**src/sys_cont_pkg.sv**
```systemverilog
`default_nettype none

package sys_cont_pkg;

  //////////////////////////////
  // widths

  localparam int ADDR_W    = 32;
  localparam int SEL_W     = 16;
  localparam int NUM_VEC   = 4;
  localparam int VEC_IDX_W = 2;

  //////////////////////////////
  // interrupt vector table

  localparam logic [ADDR_W-1:0] IDT_ADDR0 = 32'h0000_4000;
  localparam logic [ADDR_W-1:0] IDT_ADDR1 = 32'h0000_8000;
  localparam logic [ADDR_W-1:0] IDT_ADDR2 = 32'h0000_c000;
  localparam logic [ADDR_W-1:0] IDT_ADDR3 = 32'h0000_f000;

  // table entry for one vector index
  function automatic logic [ADDR_W-1:0] idt_addr(input logic [VEC_IDX_W-1:0] idx);
    logic [ADDR_W-1:0] addr;
    case (idx)
      2'd0:    addr = IDT_ADDR0;
      2'd1:    addr = IDT_ADDR1;
      2'd2:    addr = IDT_ADDR2;
      default: addr = IDT_ADDR3;
    endcase
    return addr;
  endfunction

  //////////////////////////////
  // return sequencer states

  // one state per popped word, in stack order
  localparam logic [2:0] RET_IDLE   = 3'd0;
  localparam logic [2:0] RET_EFLAGS = 3'd1;
  localparam logic [2:0] RET_CS     = 3'd2;
  localparam logic [2:0] RET_EIP    = 3'd3;

  //////////////////////////////
  // interrupt sequencer states

  localparam logic [1:0] INT_IDLE = 2'd0;
  localparam logic [1:0] INT_REQ  = 2'd1;
  localparam logic [1:0] INT_DATA = 2'd2;
  localparam logic [1:0] INT_WAIT = 2'd3;

endpackage

`default_nettype wire

```
**src/ctrl_merge.sv**
```systemverilog
`timescale 1ns/1ps
`default_nettype none

module ctrl_merge (
  input  logic                            clk,
  input  logic                            arst_n,
  input  logic                            jump_load,
  input  logic [sys_cont_pkg::ADDR_W-1:0] jump_load_address,
  input  logic                            jump_load_cs,
  input  logic [sys_cont_pkg::SEL_W-1:0]  jump_cs,
  input  logic                            int_fetch_load,
  input  logic [sys_cont_pkg::ADDR_W-1:0] int_fetch_addr,
  input  logic                            int_flush,
  input  logic                            iretd_halt,
  input  logic                            ret_load_eflags,
  input  logic                            ret_load_cs,
  input  logic [sys_cont_pkg::SEL_W-1:0]  ret_cs,
  input  logic                            ret_load_eip,
  input  logic [sys_cont_pkg::ADDR_W-1:0] ret_eip,
  input  logic                            ret_fetch_load,
  input  logic [sys_cont_pkg::ADDR_W-1:0] ret_fetch_addr,
  output logic                            flush_fetch,
  output logic                            flush_decode_0,
  output logic                            flush_decode_1,
  output logic                            flush_register,
  output logic                            flush_address,
  output logic                            flush_execute,
  output logic                            flush_writeback,
  output logic                            fetch_load,
  output logic [sys_cont_pkg::ADDR_W-1:0] fetch_load_address,
  output logic                            reg_load_cs,
  output logic [sys_cont_pkg::SEL_W-1:0]  reg_cs,
  output logic                            reg_load_eflags,
  output logic [sys_cont_pkg::ADDR_W-1:0] reg_eflags,
  output logic                            reg_load_eip,
  output logic [sys_cont_pkg::ADDR_W-1:0] reg_eip
);

  logic                            jmp_load_q;
  logic                            jmp_load_cs_q;
  logic [sys_cont_pkg::ADDR_W-1:0] jmp_addr_q;
  logic [sys_cont_pkg::SEL_W-1:0]  jmp_cs_q;
  logic                            pipe_flush;

  //////////////////////////////
  // jump capture

  always_ff @(posedge clk or negedge arst_n) begin
    if (!arst_n) begin
      jmp_load_q    <= 1'b0;
      jmp_load_cs_q <= 1'b0;
    end else begin
      jmp_load_q    <= jump_load;
      jmp_load_cs_q <= jump_load_cs;
    end
  end

  always_ff @(posedge clk) begin
    jmp_addr_q <= jump_load_address;
    jmp_cs_q   <= jump_cs;
  end

  //////////////////////////////
  // merge

  // interrupt flushes all seven stages, a jump spares writeback
  assign pipe_flush = int_flush || jmp_load_q;

  assign flush_fetch     = pipe_flush || iretd_halt;
  assign flush_decode_0  = pipe_flush;
  assign flush_decode_1  = pipe_flush;
  assign flush_register  = pipe_flush;
  assign flush_address   = pipe_flush;
  assign flush_execute   = pipe_flush;
  assign flush_writeback = int_flush;

  assign fetch_load = int_fetch_load || ret_fetch_load || jmp_load_q;

  // interrupt first, then return, then jump
  assign fetch_load_address = int_fetch_load ? int_fetch_addr :
                              ret_fetch_load ? ret_fetch_addr : jmp_addr_q;

  assign reg_load_cs = ret_load_cs || (jmp_load_q && jmp_load_cs_q);
  assign reg_cs      = ret_load_cs ? ret_cs : jmp_cs_q;

  // eflags and eip both come off the same popped word
  assign reg_load_eflags = ret_load_eflags;
  assign reg_eflags      = ret_eip;
  assign reg_load_eip    = ret_load_eip;
  assign reg_eip         = ret_eip;

  a_fetch_src : assert property (
    @(posedge clk) disable iff (!arst_n)
    $onehot0({int_fetch_load, ret_fetch_load, jmp_load_q})
  ) else $warning("fetch redirect sources coincide, lower priority address dropped");

endmodule

`default_nettype wire

```
**src/int_pending.sv**
```systemverilog
`timescale 1ns/1ps
`default_nettype none

module int_pending (
  input  logic                               clk,
  input  logic                               arst_n,
  input  logic [sys_cont_pkg::NUM_VEC-1:0]   int_vec,
  input  logic                               clear_en,
  input  logic [sys_cont_pkg::VEC_IDX_W-1:0] clear_idx,
  output logic [sys_cont_pkg::NUM_VEC-1:0]   pending,
  output logic                               any_pending,
  output logic [sys_cont_pkg::VEC_IDX_W-1:0] sel_idx
);

  logic [sys_cont_pkg::NUM_VEC-1:0] clear_mask;
  logic [sys_cont_pkg::NUM_VEC-1:0] pending_d;

  always_comb begin
    clear_mask = '0;
    if (clear_en) begin
      clear_mask[clear_idx] = 1'b1;
    end
  end

  // new requests are ORed in after the clear, so a set wins
  assign pending_d = (pending & ~clear_mask) | int_vec;

  always_ff @(posedge clk or negedge arst_n) begin
    if (!arst_n) begin
      pending <= '0;
    end else begin
      pending <= pending_d;
    end
  end

  assign any_pending = |pending;

  // scan from the top so the lowest set index is left last
  always_comb begin
    sel_idx = '0;
    for (int i = sys_cont_pkg::NUM_VEC - 1; i >= 0; i--) begin
      if (pending[i]) begin
        sel_idx = (sys_cont_pkg::VEC_IDX_W)'(i);
      end
    end
  end

  // the sequencer only ever retires a line it is serving
  a_clear_pending : assert property (
    @(posedge clk) disable iff (!arst_n)
    clear_en |-> pending[clear_idx]
  ) else $error("clear of interrupt line %0d that is not pending", clear_idx);

endmodule

`default_nettype wire

```
**src/int_seq.sv**
```systemverilog
`timescale 1ns/1ps
`default_nettype none

module int_seq (
  input  logic                                clk,
  input  logic                                arst_n,
  input  logic                                any_pending,
  input  logic [sys_cont_pkg::VEC_IDX_W-1:0]  sel_idx,
  input  logic                                hold_int,
  output logic                                mem_valid,
  input  logic                                mem_ready,
  output logic [sys_cont_pkg::ADDR_W-1:0]     mem_address,
  input  logic                                mem_dp_valid,
  output logic                                mem_dp_ready,
  input  logic [sys_cont_pkg::ADDR_W-1:0]     mem_dp_read_data,
  output logic                                decode_start_int,
  input  logic                                decode_end_int,
  output logic                                int_fetch_load,
  output logic [sys_cont_pkg::ADDR_W-1:0]     int_fetch_addr,
  output logic                                int_flush,
  output logic                                clear_en,
  output logic [sys_cont_pkg::VEC_IDX_W-1:0]  clear_idx
);

  logic [1:0]                         state_q;
  logic [1:0]                         state_d;
  logic [sys_cont_pkg::VEC_IDX_W-1:0] idx_q;

  //////////////////////////////
  // state and serviced index

  always_ff @(posedge clk or negedge arst_n) begin
    if (!arst_n) begin
      state_q <= sys_cont_pkg::INT_IDLE;
      idx_q   <= '0;
    end else begin
      state_q <= state_d;
      // index is frozen for the whole service while later requests just pend
      if (state_q == sys_cont_pkg::INT_IDLE) begin
        idx_q <= sel_idx;
      end
    end
  end

  //////////////////////////////
  // next state and strobes

  always_comb begin
    state_d          = state_q;
    mem_valid        = 1'b0;
    mem_dp_ready     = 1'b0;
    int_fetch_load   = 1'b0;
    int_flush        = 1'b0;
    decode_start_int = 1'b0;
    clear_en         = 1'b0;
    case (state_q)
      sys_cont_pkg::INT_IDLE: begin
        if (any_pending && !hold_int) begin
          state_d = sys_cont_pkg::INT_REQ;
        end
      end
      sys_cont_pkg::INT_REQ: begin
        mem_valid = 1'b1;
        if (mem_ready) begin
          state_d = sys_cont_pkg::INT_DATA;
        end
      end
      sys_cont_pkg::INT_DATA: begin
        mem_dp_ready = 1'b1;
        // the handler address redirects fetch, flushes everything and hands off to decode
        if (mem_dp_valid) begin
          int_fetch_load   = 1'b1;
          int_flush        = 1'b1;
          decode_start_int = 1'b1;
          state_d          = sys_cont_pkg::INT_WAIT;
        end
      end
      default: begin
        if (decode_end_int) begin
          clear_en = 1'b1;
          state_d  = sys_cont_pkg::INT_IDLE;
        end
      end
    endcase
  end

  assign mem_address    = sys_cont_pkg::idt_addr(idx_q);
  assign int_fetch_addr = mem_dp_read_data;
  assign clear_idx      = idx_q;

  a_req_stable : assert property (
    @(posedge clk) disable iff (!arst_n)
    mem_valid && !mem_ready |=> mem_valid && $stable(mem_address)
  ) else $error("vector table request dropped or changed before mem_ready");

endmodule

`default_nettype wire

```
**src/ret_unit.sv**
```systemverilog
`timescale 1ns/1ps
`default_nettype none

module ret_unit (
  input  logic                            clk,
  input  logic                            arst_n,
  input  logic                            iretd,
  input  logic                            ret_far,
  input  logic                            ret_near,
  input  logic                            iretd_pop_valid,
  input  logic [sys_cont_pkg::ADDR_W-1:0] iretd_pop_data,
  input  logic [sys_cont_pkg::SEL_W-1:0]  cs_register,
  output logic                            iretd_halt,
  output logic                            ret_load_eflags,
  output logic                            ret_load_cs,
  output logic [sys_cont_pkg::SEL_W-1:0]  ret_cs,
  output logic                            ret_load_eip,
  output logic [sys_cont_pkg::ADDR_W-1:0] ret_eip,
  output logic                            ret_fetch_load,
  output logic [sys_cont_pkg::ADDR_W-1:0] ret_fetch_addr
);

  logic [2:0]                       state_q;
  logic [2:0]                       state_d;
  logic                             near_q;
  logic [sys_cont_pkg::SEL_W-1:0]   cs_tmp_q;
  logic [sys_cont_pkg::SEL_W-1:0]   used_cs;

  //////////////////////////////
  // sequencer

  always_comb begin
    state_d = state_q;
    case (state_q)
      sys_cont_pkg::RET_IDLE: begin
        // entry point depends on how many words the return pops
        if (iretd) begin
          state_d = sys_cont_pkg::RET_EFLAGS;
        end else if (ret_far) begin
          state_d = sys_cont_pkg::RET_CS;
        end else if (ret_near) begin
          state_d = sys_cont_pkg::RET_EIP;
        end
      end
      sys_cont_pkg::RET_EFLAGS: begin
        if (iretd_pop_valid) begin
          state_d = sys_cont_pkg::RET_CS;
        end
      end
      sys_cont_pkg::RET_CS: begin
        if (iretd_pop_valid) begin
          state_d = sys_cont_pkg::RET_EIP;
        end
      end
      sys_cont_pkg::RET_EIP: begin
        if (iretd_pop_valid) begin
          state_d = sys_cont_pkg::RET_IDLE;
        end
      end
      default: state_d = sys_cont_pkg::RET_IDLE;
    endcase
  end

  always_ff @(posedge clk or negedge arst_n) begin
    if (!arst_n) begin
      state_q <= sys_cont_pkg::RET_IDLE;
      near_q  <= 1'b0;
    end else begin
      state_q <= state_d;
      if (state_q == sys_cont_pkg::RET_IDLE) begin
        near_q <= ret_near && !iretd && !ret_far;
      end
    end
  end

  always_ff @(posedge clk) begin
    if (ret_load_cs) begin
      cs_tmp_q <= iretd_pop_data[sys_cont_pkg::SEL_W-1:0];
    end
  end

  //////////////////////////////
  // one load per consumed pop

  assign ret_load_eflags = iretd_pop_valid && (state_q == sys_cont_pkg::RET_EFLAGS);
  assign ret_load_cs     = iretd_pop_valid && (state_q == sys_cont_pkg::RET_CS);
  assign ret_load_eip    = iretd_pop_valid && (state_q == sys_cont_pkg::RET_EIP);
  assign ret_fetch_load  = ret_load_eip;

  assign ret_cs  = iretd_pop_data[sys_cont_pkg::SEL_W-1:0];
  assign ret_eip = iretd_pop_data;

  // near return stays in the current segment
  assign used_cs        = near_q ? cs_register : cs_tmp_q;
  assign ret_fetch_addr = iretd_pop_data
                        + {{(sys_cont_pkg::ADDR_W - sys_cont_pkg::SEL_W){1'b0}}, used_cs};

  assign iretd_halt = (state_q != sys_cont_pkg::RET_IDLE);

endmodule

`default_nettype wire

```
**src/sys_cont_top.sv**
```systemverilog
`timescale 1ns/1ps
`default_nettype none

module sys_cont_top (
  input  logic                                clk,
  input  logic                                arst_n,
  input  logic [sys_cont_pkg::NUM_VEC-1:0]    int_vec,
  input  logic [sys_cont_pkg::SEL_W-1:0]      cs_register,
  output logic                                mem_valid,
  input  logic                                mem_ready,
  output logic [sys_cont_pkg::ADDR_W-1:0]     mem_address,
  input  logic                                mem_dp_valid,
  output logic                                mem_dp_ready,
  input  logic [sys_cont_pkg::ADDR_W-1:0]     mem_dp_read_data,
  output logic                                flush_fetch,
  output logic                                flush_decode_0,
  output logic                                flush_decode_1,
  output logic                                flush_register,
  output logic                                flush_address,
  output logic                                flush_execute,
  output logic                                flush_writeback,
  output logic                                fetch_load,
  output logic [sys_cont_pkg::ADDR_W-1:0]     fetch_load_address,
  output logic                                decode_start_int,
  input  logic                                decode_end_int,
  output logic                                reg_load_cs,
  output logic [sys_cont_pkg::SEL_W-1:0]      reg_cs,
  input  logic                                ret_near,
  input  logic                                ret_far,
  input  logic                                iretd,
  output logic                                iretd_halt,
  input  logic                                iretd_pop_valid,
  input  logic [sys_cont_pkg::ADDR_W-1:0]     iretd_pop_data,
  output logic                                reg_load_eflags,
  output logic [sys_cont_pkg::ADDR_W-1:0]     reg_eflags,
  output logic                                reg_load_eip,
  output logic [sys_cont_pkg::ADDR_W-1:0]     reg_eip,
  output logic                                pending_int,
  input  logic                                hold_int,
  input  logic                                jump_load,
  input  logic [sys_cont_pkg::ADDR_W-1:0]     jump_load_address,
  input  logic                                jump_load_cs,
  input  logic [sys_cont_pkg::SEL_W-1:0]      jump_cs
);

  // interrupt side
  logic [sys_cont_pkg::VEC_IDX_W-1:0] sel_idx;
  logic                               clear_en;
  logic [sys_cont_pkg::VEC_IDX_W-1:0] clear_idx;
  logic                               int_fetch_load;
  logic [sys_cont_pkg::ADDR_W-1:0]    int_fetch_addr;
  logic                               int_flush;

  // return side
  logic                               ret_load_eflags;
  logic                               ret_load_cs;
  logic [sys_cont_pkg::SEL_W-1:0]     ret_cs;
  logic                               ret_load_eip;
  logic [sys_cont_pkg::ADDR_W-1:0]    ret_eip;
  logic                               ret_fetch_load;
  logic [sys_cont_pkg::ADDR_W-1:0]    ret_fetch_addr;

  int_pending u_int_pending (
    .pending     (),
    .any_pending (pending_int),
    .*
  );

  int_seq u_int_seq (
    .any_pending (pending_int),
    .*
  );

  ret_unit u_ret_unit (
    .*
  );

  ctrl_merge u_ctrl_merge (
    .*
  );

endmodule

`default_nettype wire

```
**config.mk**
```make
export PLATFORM = sky130hd
export DESIGN_NAME = sys_cont_top
export DESIGN_NICKNAME = d
export VERILOG_FILES = /design/src/sys_cont_pkg.sv /design/src/ctrl_merge.sv /design/src/int_pending.sv /design/src/int_seq.sv /design/src/ret_unit.sv /design/src/sys_cont_top.sv
export SDC_FILE = /design/constraint.sdc
export NUM_CORES = 1
export LEC_CHECK = 0
export BUFFER_PORTS_ARGS = -buffer_cell sky130_fd_sc_hd__clkbuf_2
export CAP_MARGIN = 20
export CORE_AREA = 5 5 115 117
export CTS_CLUSTER_DIAMETER = 50
export DETAILED_ROUTE_END_ITERATION = 8
export DIE_AREA = 0 0 120 122
export GPL_TIMING_DRIVEN = 0
export PLACE_DENSITY_LB_ADDON = 0.12
export SLEW_MARGIN = 20
export SYNTH_ARGS = -nofsm -noshare
export SYNTH_HDL_FRONTEND = slang
export SYNTH_SLANG_ARGS = --single-unit
```
**constraint.sdc**
```tcl
create_clock -name clk -period 7 [get_ports clk]
set_clock_uncertainty 0.05 [all_clocks]
set_input_delay 1.05 -clock clk [delete_from_list [all_inputs] [get_ports clk]]
set_output_delay 1.05 -clock clk [all_outputs]
set_load 0.02 [all_outputs]
```
**Word-level counts from Yosys, hierarchy flattened**

Cells that the tools add are included.

- Bits in registers: 78
- Input port bits: 144
- Output and inout port bits: 160

- Add/sub/neg operators: 1
- $lt $le $gt $ge: 2
- Eq/ne operators: 14
- Muxes and demuxes: 30
- Bitwise gates (word level): 3
- Reductions and logical operators: 25

Operator list:

| kind | number |
|---|---|
| $mux 32 | 2 |
| $pmux 16 s3 | 1 |
| $add 32x16->32 | 1 |
| $mux 16 | 2 |
| $mux 3 | 6 |
| $mux 2 | 8 |
| $ne 2x2->1 const B | 6 |
| $pmux 3 s4 | 1 |
| $logic_and 1x1->1 | 8 |
| $reduce_and 4->1 | 2 |
| $mux 1 | 7 |
| $eq 3x2->1 const B | 2 |
| $pmux 2 s3 | 1 |
| $logic_or 1x1->1 | 5 |
| $and 4x4->4 | 1 |
| $eq 2x1->1 const B | 2 |
| $eq 2x2->1 const B | 2 |
| $logic_not 2->1 | 2 |
| $mux 4 | 1 |
| $ne 4x4->1 const B | 1 |
| $not 4->4 | 1 |
| $or 4x4->4 | 1 |
| $reduce_bool 4->1 | 1 |
| $reduce_or 4->1 | 1 |
| other kinds (8) | 10 |

**Logic depth before layout (Yosys ltp)**

- Word-level depth: 8
- Depth in mapped cells: 12
- Gate-level depth less buffers: 10

**Modules after synthesis**

Synthesis repeated with hierarchy kept, for this count alone.

- Cells, all modules: 620
- Area total of the unflattened synthesis: 5878.1 um^2

Modules (own cells, without submodules):

| module | instances | cells each | area each (um^2) |
|---|---|---|---|
| ctrl_merge | 1 | 250 | 2522.4 |
| ret_unit | 1 | 255 | 2358.5 |
| int_seq | 1 | 94 | 802.0 |
| int_pending | 1 | 21 | 195.2 |

**Worst setup path before layout**

OpenSTA, ideal clock, no wires.

- Kind: input port to output port
- From: in cs_register[0] in the netlist's numbering
- To: out fetch_load_address[28] in the netlist's numbering
- Arrival time: 3.456 ns
- Data required time: 5.900 ns
- Slack: 2.444 ns
- Stages on the path: 10
- Buffers on the path: 0
- Cell sequence: mux2_2 > ha_1 > fa_1 > a21o_1 > nand4_1 > a21oi_1 > o211ai_1 > a21boi_0 > xnor2_1 > o21ai_0

- Longest elaborated chain between the ends: 4

Ends and longest elaborated chain:

| item | line | text |
|---|---|---|
| start, declared | sys_cont_top.sv:8 | `input logic [sys_cont_pkg::SEL_W-1:0] cs_register,` |
| $mux 16 | ret_unit.sv:94 | `assign used_cs = near_q ? cs_register : cs_tmp_q;` |
| $add 32x16->32 | ret_unit.sv:96 | `+ {{(sys_cont_pkg::ADDR_W - sys_cont_pkg::SEL_W){1'b0}}, used_cs};` |
| $mux 32 | ctrl_merge.sv:81 | `ret_fetch_load ? ret_fetch_addr : jmp_addr_q;` |
| $mux 32 | ctrl_merge.sv:80 | `assign fetch_load_address = int_fetch_load ? int_fetch_addr :` |
| end, declared | sys_cont_top.sv:23 | `output logic [sys_cont_pkg::ADDR_W-1:0] fetch_load_address,` |

No other way between the ends.

**Worst setup path in the final report**

- From: reg u_ret_unit.near_q
- To: out fetch_load_address[29] in the netlist's numbering

- Longest elaborated chain between the ends: 4

Ends and longest elaborated chain:

| item | line | text |
|---|---|---|
| start, declared | ret_unit.sv:25 | `logic near_q;` |
| start signal, assigned | ret_unit.sv:71 | `near_q <= ret_near && !iretd && !ret_far;` |
| $mux 16 | ret_unit.sv:94 |  |
| $add 32x16->32 | ret_unit.sv:96 |  |
| $mux 32 | ctrl_merge.sv:81 |  |
| $mux 32 | ctrl_merge.sv:80 |  |

No other way between the ends.

==> results by group <==
Global routing
  • Total GRT Usage: a little over a fifth
  • Global route total overflow: 0
  • Vias in the first global route: around 4,800
  • First-pass GRT wire length: approximately 24,000 um
  • Initial antenna violation count: 0
  • Largest net degree at the start of global routing: 17

Die
  • Starting density of the core: around two fifths
  • Die footprint: 14,600 um2
  • Core area: 12,300 um2
  • Row count: 41
  • Num ports: a little over 300
  • Die Ht: 122 um
  • Die extent in x: between 100 and 150 um

Run
  • Max_cap viols: 0

Finish
  • Layout cell share with drive strength beyond 1: 49.8%
  • N_diodes: 0
  • Most frequent cells in the layout: clkbuf_2, buf_4, nand2_1, dfxtp_1, mux2_2
  • Commonest non-fill, non-tap cell in the layout: clkbuf_2
  • Area Overhead vs Synth: 39.2%
  • Layout Nets: 1,026

Critical path
  • Crit Path Class: flip-flop to output port
  • Data required, critical path: 5.90 ns
  • Number of cells on the worst reg-to-reg path: 5
  • Crit path cell chain: clkbuf_1 > clkbuf_1 > mux2_2 > ha_1 > o21ai_1 > a211oi_1 > a211o_2 > a21oi_4 > nor2b_2 > a311o_1 > o311a_1 > clkbuf_2
  • Cell mode on critical path: clkbuf_1
  • R2r endpoint: u_ret_unit.cs_tmp_q[1]
  • Slowest CP cell: clkbuf_1
  • RR Startpoint: u_ret_unit.state_q[0]
  • CP Launch Type: flip-flop
  • Crit. End Element: output port
  • Largest stage delay, worst path: 0.50 ns
  • Arrival time worst endpoint: 4.05 ns
  • R2R Setup Slk: 4.45 ns
  • Crit Path Max Fanout: 10

Timing
  • Fin. max-slew vios: 0
  • Worst rel slew slack: about half
  • Final Critical Period: between 5 and 6 ns
  • Crit share post-route: 73.6%
  • Final TNS setup: 0 ns
  • RSZ-0062 raised after global routing: no
  • Endpoints failing hold: 0
  • Worst-margin pin slew: 0.744 ns
  • Fmax: 194 MHz
  • Final setup viols: 0
  • Worst hold slack: 0.474 ns

Logic synthesis
  • Syn Std Cell Area: 4950 um2
  • Xor and xnor area share after synthesis: 4.24%
  • Post-synthesis adder-cell area fraction: approximately 6.5%
  • Post-synthesis sequential area ratio: 35.7%
  • Synthesis Warnings: 0
  • Mean Syn Cell Area: a little over 9 um2
  • Synth Area in Compound Gates: 16.5%
  • Unique masters post-synth: between 50 and 60
  • Most used DFF post-synth: dfxtp_1
  • Synth Area in Simple Gates: 11.6%
  • Largest family of logic cells by synthesized area: buffers and inverters
  • Synth Register Bits: 77
  • Asr flop ratio synth: about 17%
  • EDFF count, synth: 16
  • Post-synthesis mux area share: 8.14%
  • Cells after Synth: 545

Clocking
  • Clock-pin slew on the worst setup and hold paths: 0.06 ns
  • H-Tree Depth: 3
  • Setup repair bufs after CTS: 0
  • CTS tree: built
  • # clock sinks: 77
  • Root Buffer: clkbuf_16
  • Num CTS Buffers: 9
  • Hold Buf Count CTS: 0
  • Clk_lat worst skew: 0.34 ns
  • Cts repair resizes: 0
  • Clock Tree Buf Depth: 2

Hold path
  • Hold Crit Depth: 1
  • End of the worst hold path: u_int_pending.pending[2]
  • HP Start: u_int_pending.pending[2]
  • Worst hold-check path type: flip-flop to flip-flop

Power
  • Switching share of total power: a little over two fifths
  • Comb power frac: between 50% and 60%
  • P_int: ~1.2 mW
  • Leakage: 3.55 nW
  • Switch Pwr: approximately 930 uW
  • Pwr/cell area: 310 nW/um2
  • Reg power frac: 25.2%
  • VDD IR max: 169 uV
  • Clock power share: 20.5%

Drt
  • Detailed Route WL: 16,000 um
  • Via/cell ratio: 4.84
  • DRT Pass-1 Iters: 4
  • ANT nets after route: 0
  • DRC: 0
  • Initial DRC count: between 150 and 200
  • DR vias: 4,901
  • Routed wire per std cell: 15.8 um

Placement
  • Port Buf Inserts: 274
  • RePlAce Congestion: 0.819
  • Final HPWL DP: roughly 13,000 um

Run status
  • Status: finished, final reports clean
## synthesized netlist by cell type (2+ instances only)
cell type / count / area, um2
a211oi_1: 4 / 30.0
a21o_1: 11 / 82.6
a21oi_1: 33 / 165
a221o_1: 2 / 20.0
a22oi_1: 17 / 128
a31oi_1: 5 / 31.3
and2_1: 3 / 18.8
and3_1: 5 / 31.3
buf_2: 2 / 10.0
buf_4: 98 / 736
clkbuf_1: 10 / 37.5
clkinv_1: 2 / 7.51
dfrtp_1: 13 / 325
dfxtp_1: 48 / 961
edfxtp_1: 16 / 480
ha_1: 24 / 300
inv_1: 16 / 60.1
mux2_2: 34 / 383
mux2i_1: 2 / 20.0
nand2_1: 50 / 188
nand2b_1: 5 / 31.3
nand3_1: 12 / 60.1
nand4_1: 6 / 37.5
nor2_1: 27 / 101
nor3_1: 5 / 25.0
o211ai_1: 3 / 22.5
o21ai_0: 33 / 165
o21ai_1: 5 / 25.0
o21bai_1: 2 / 15.0
o22ai_1: 3 / 18.8
o31ai_1: 2 / 15.0
or3_1: 2 / 12.5
xnor2_1: 17 / 149
xor2_1: 7 / 61.3
## critical path: cells and delay by family (launching register included)
family / cells / cell delay [ns]
AOI/OAI and AO/OA: 6 / 1.44
adders and majority gates: 1 / 0.39
buffers and inverters: 3 / 1.07
DFF: 1 / 0.32
muxes: 1 / 0.40
and+or+nand+nor: 1 / 0.10
## area by class of cell
class | instances | area (um2)
buffer | 111 | 788
clock buffer | 12 | 256
clock inverter | 4 | 22.5
fill | 1141 | 5370
inverter | 18 | 67.6
multi-input combinational | 366 | 2430
sequential | 77 | 1770
tap | 150 | 188
timing repair buffer | 274 | 1370
## state kept, by name, summed over array words and instances, names as in the netlist
signal,flops
u_ctrl_merge.jmp_addr_q,32
u_ctrl_merge.jmp_cs_q,16
u_ret_unit.cs_tmp_q,16
u_int_pending.pending,4
u_int_seq.clear_idx,2
u_int_seq.state_q,2
u_ret_unit.state_q,2
u_ctrl_merge.jmp_load_cs_q,1
u_ctrl_merge.jmp_load_q,1
u_ret_unit.near_q,1
## metrics by stage
| stage | util, % | worst slack (ns) | total power [mW] | cell area, um2 | instances |
|---|---|---|---|---|---|
| 5_1_grt | 56.2 | 1.53 | 2.29 | 6890 | 1012 |
| 4_1_cts | 56.2 | 1.79 | 2.16 | 6890 | 1012 |
| 3_5_place_dp | 53.9 | 2.09 | 1.71 | 6610 | 996 |
| 2_1_floorplan | - | 2.44 | 1.34 | 5050 | 572 |
| 3_3_place_gp | 53.9 | 2.13 | 1.69 | 6610 | 996 |
| 6_report | 56.2 | 1.85 | 2.14 | 6890 | 1012 |
## cells by family (layout without fill, tap and decap cells)
| family | after synthesis | in the layout |
|---|---|---|
| compound gates | 130 | 130 |
| xor+xnor | 24 | 24 |
| fa+ha+maj | 25 | 25 |
| buf+inv | 129 | 419 |
| flops | 77 | 77 |
| mux | 36 | 36 |
| other cells | 1 | 28 |
| simple gates | 123 | 123 |
## metal layers
metal,vias up,GRT usage [%],routed length [um]
met5,-,0,0
met4,0,6.30,262
met3,19,6.87,1350
met2,208,36.1,7750
met1,2248,25.2,6620
li1,2426,-,-
## power by group through the flow
stage	Clock (mW)	Combinational, mW	Sequential, mW
finish	0.439	1.16	0.538
global route	0.472	1.27	0.544
CTS	0.454	1.17	0.538
detailed placement	0	1.16	0.547
global placement	0	1.14	0.543
floorplan	0	0.805	0.538
## worst max-delay path by stage
stage | startpoint | cells past startpoint | to | slack [ns]
finish | u_ret_unit.near_q | 12 | fetch_load_address[29] | 1.85
global route | u_ret_unit.near_q | 11 | fetch_load_address[28] | 1.53
CTS | u_ret_unit.near_q | 12 | fetch_load_address[29] | 1.79
detailed placement | cs_register[0] | 12 | fetch_load_address[28] | 2.09
global placement | cs_register[0] | 12 | fetch_load_address[28] | 2.13
floorplan | cs_register[0] | 10 | fetch_load_address[28] | 2.44
(Power assumes the default switching activity.)
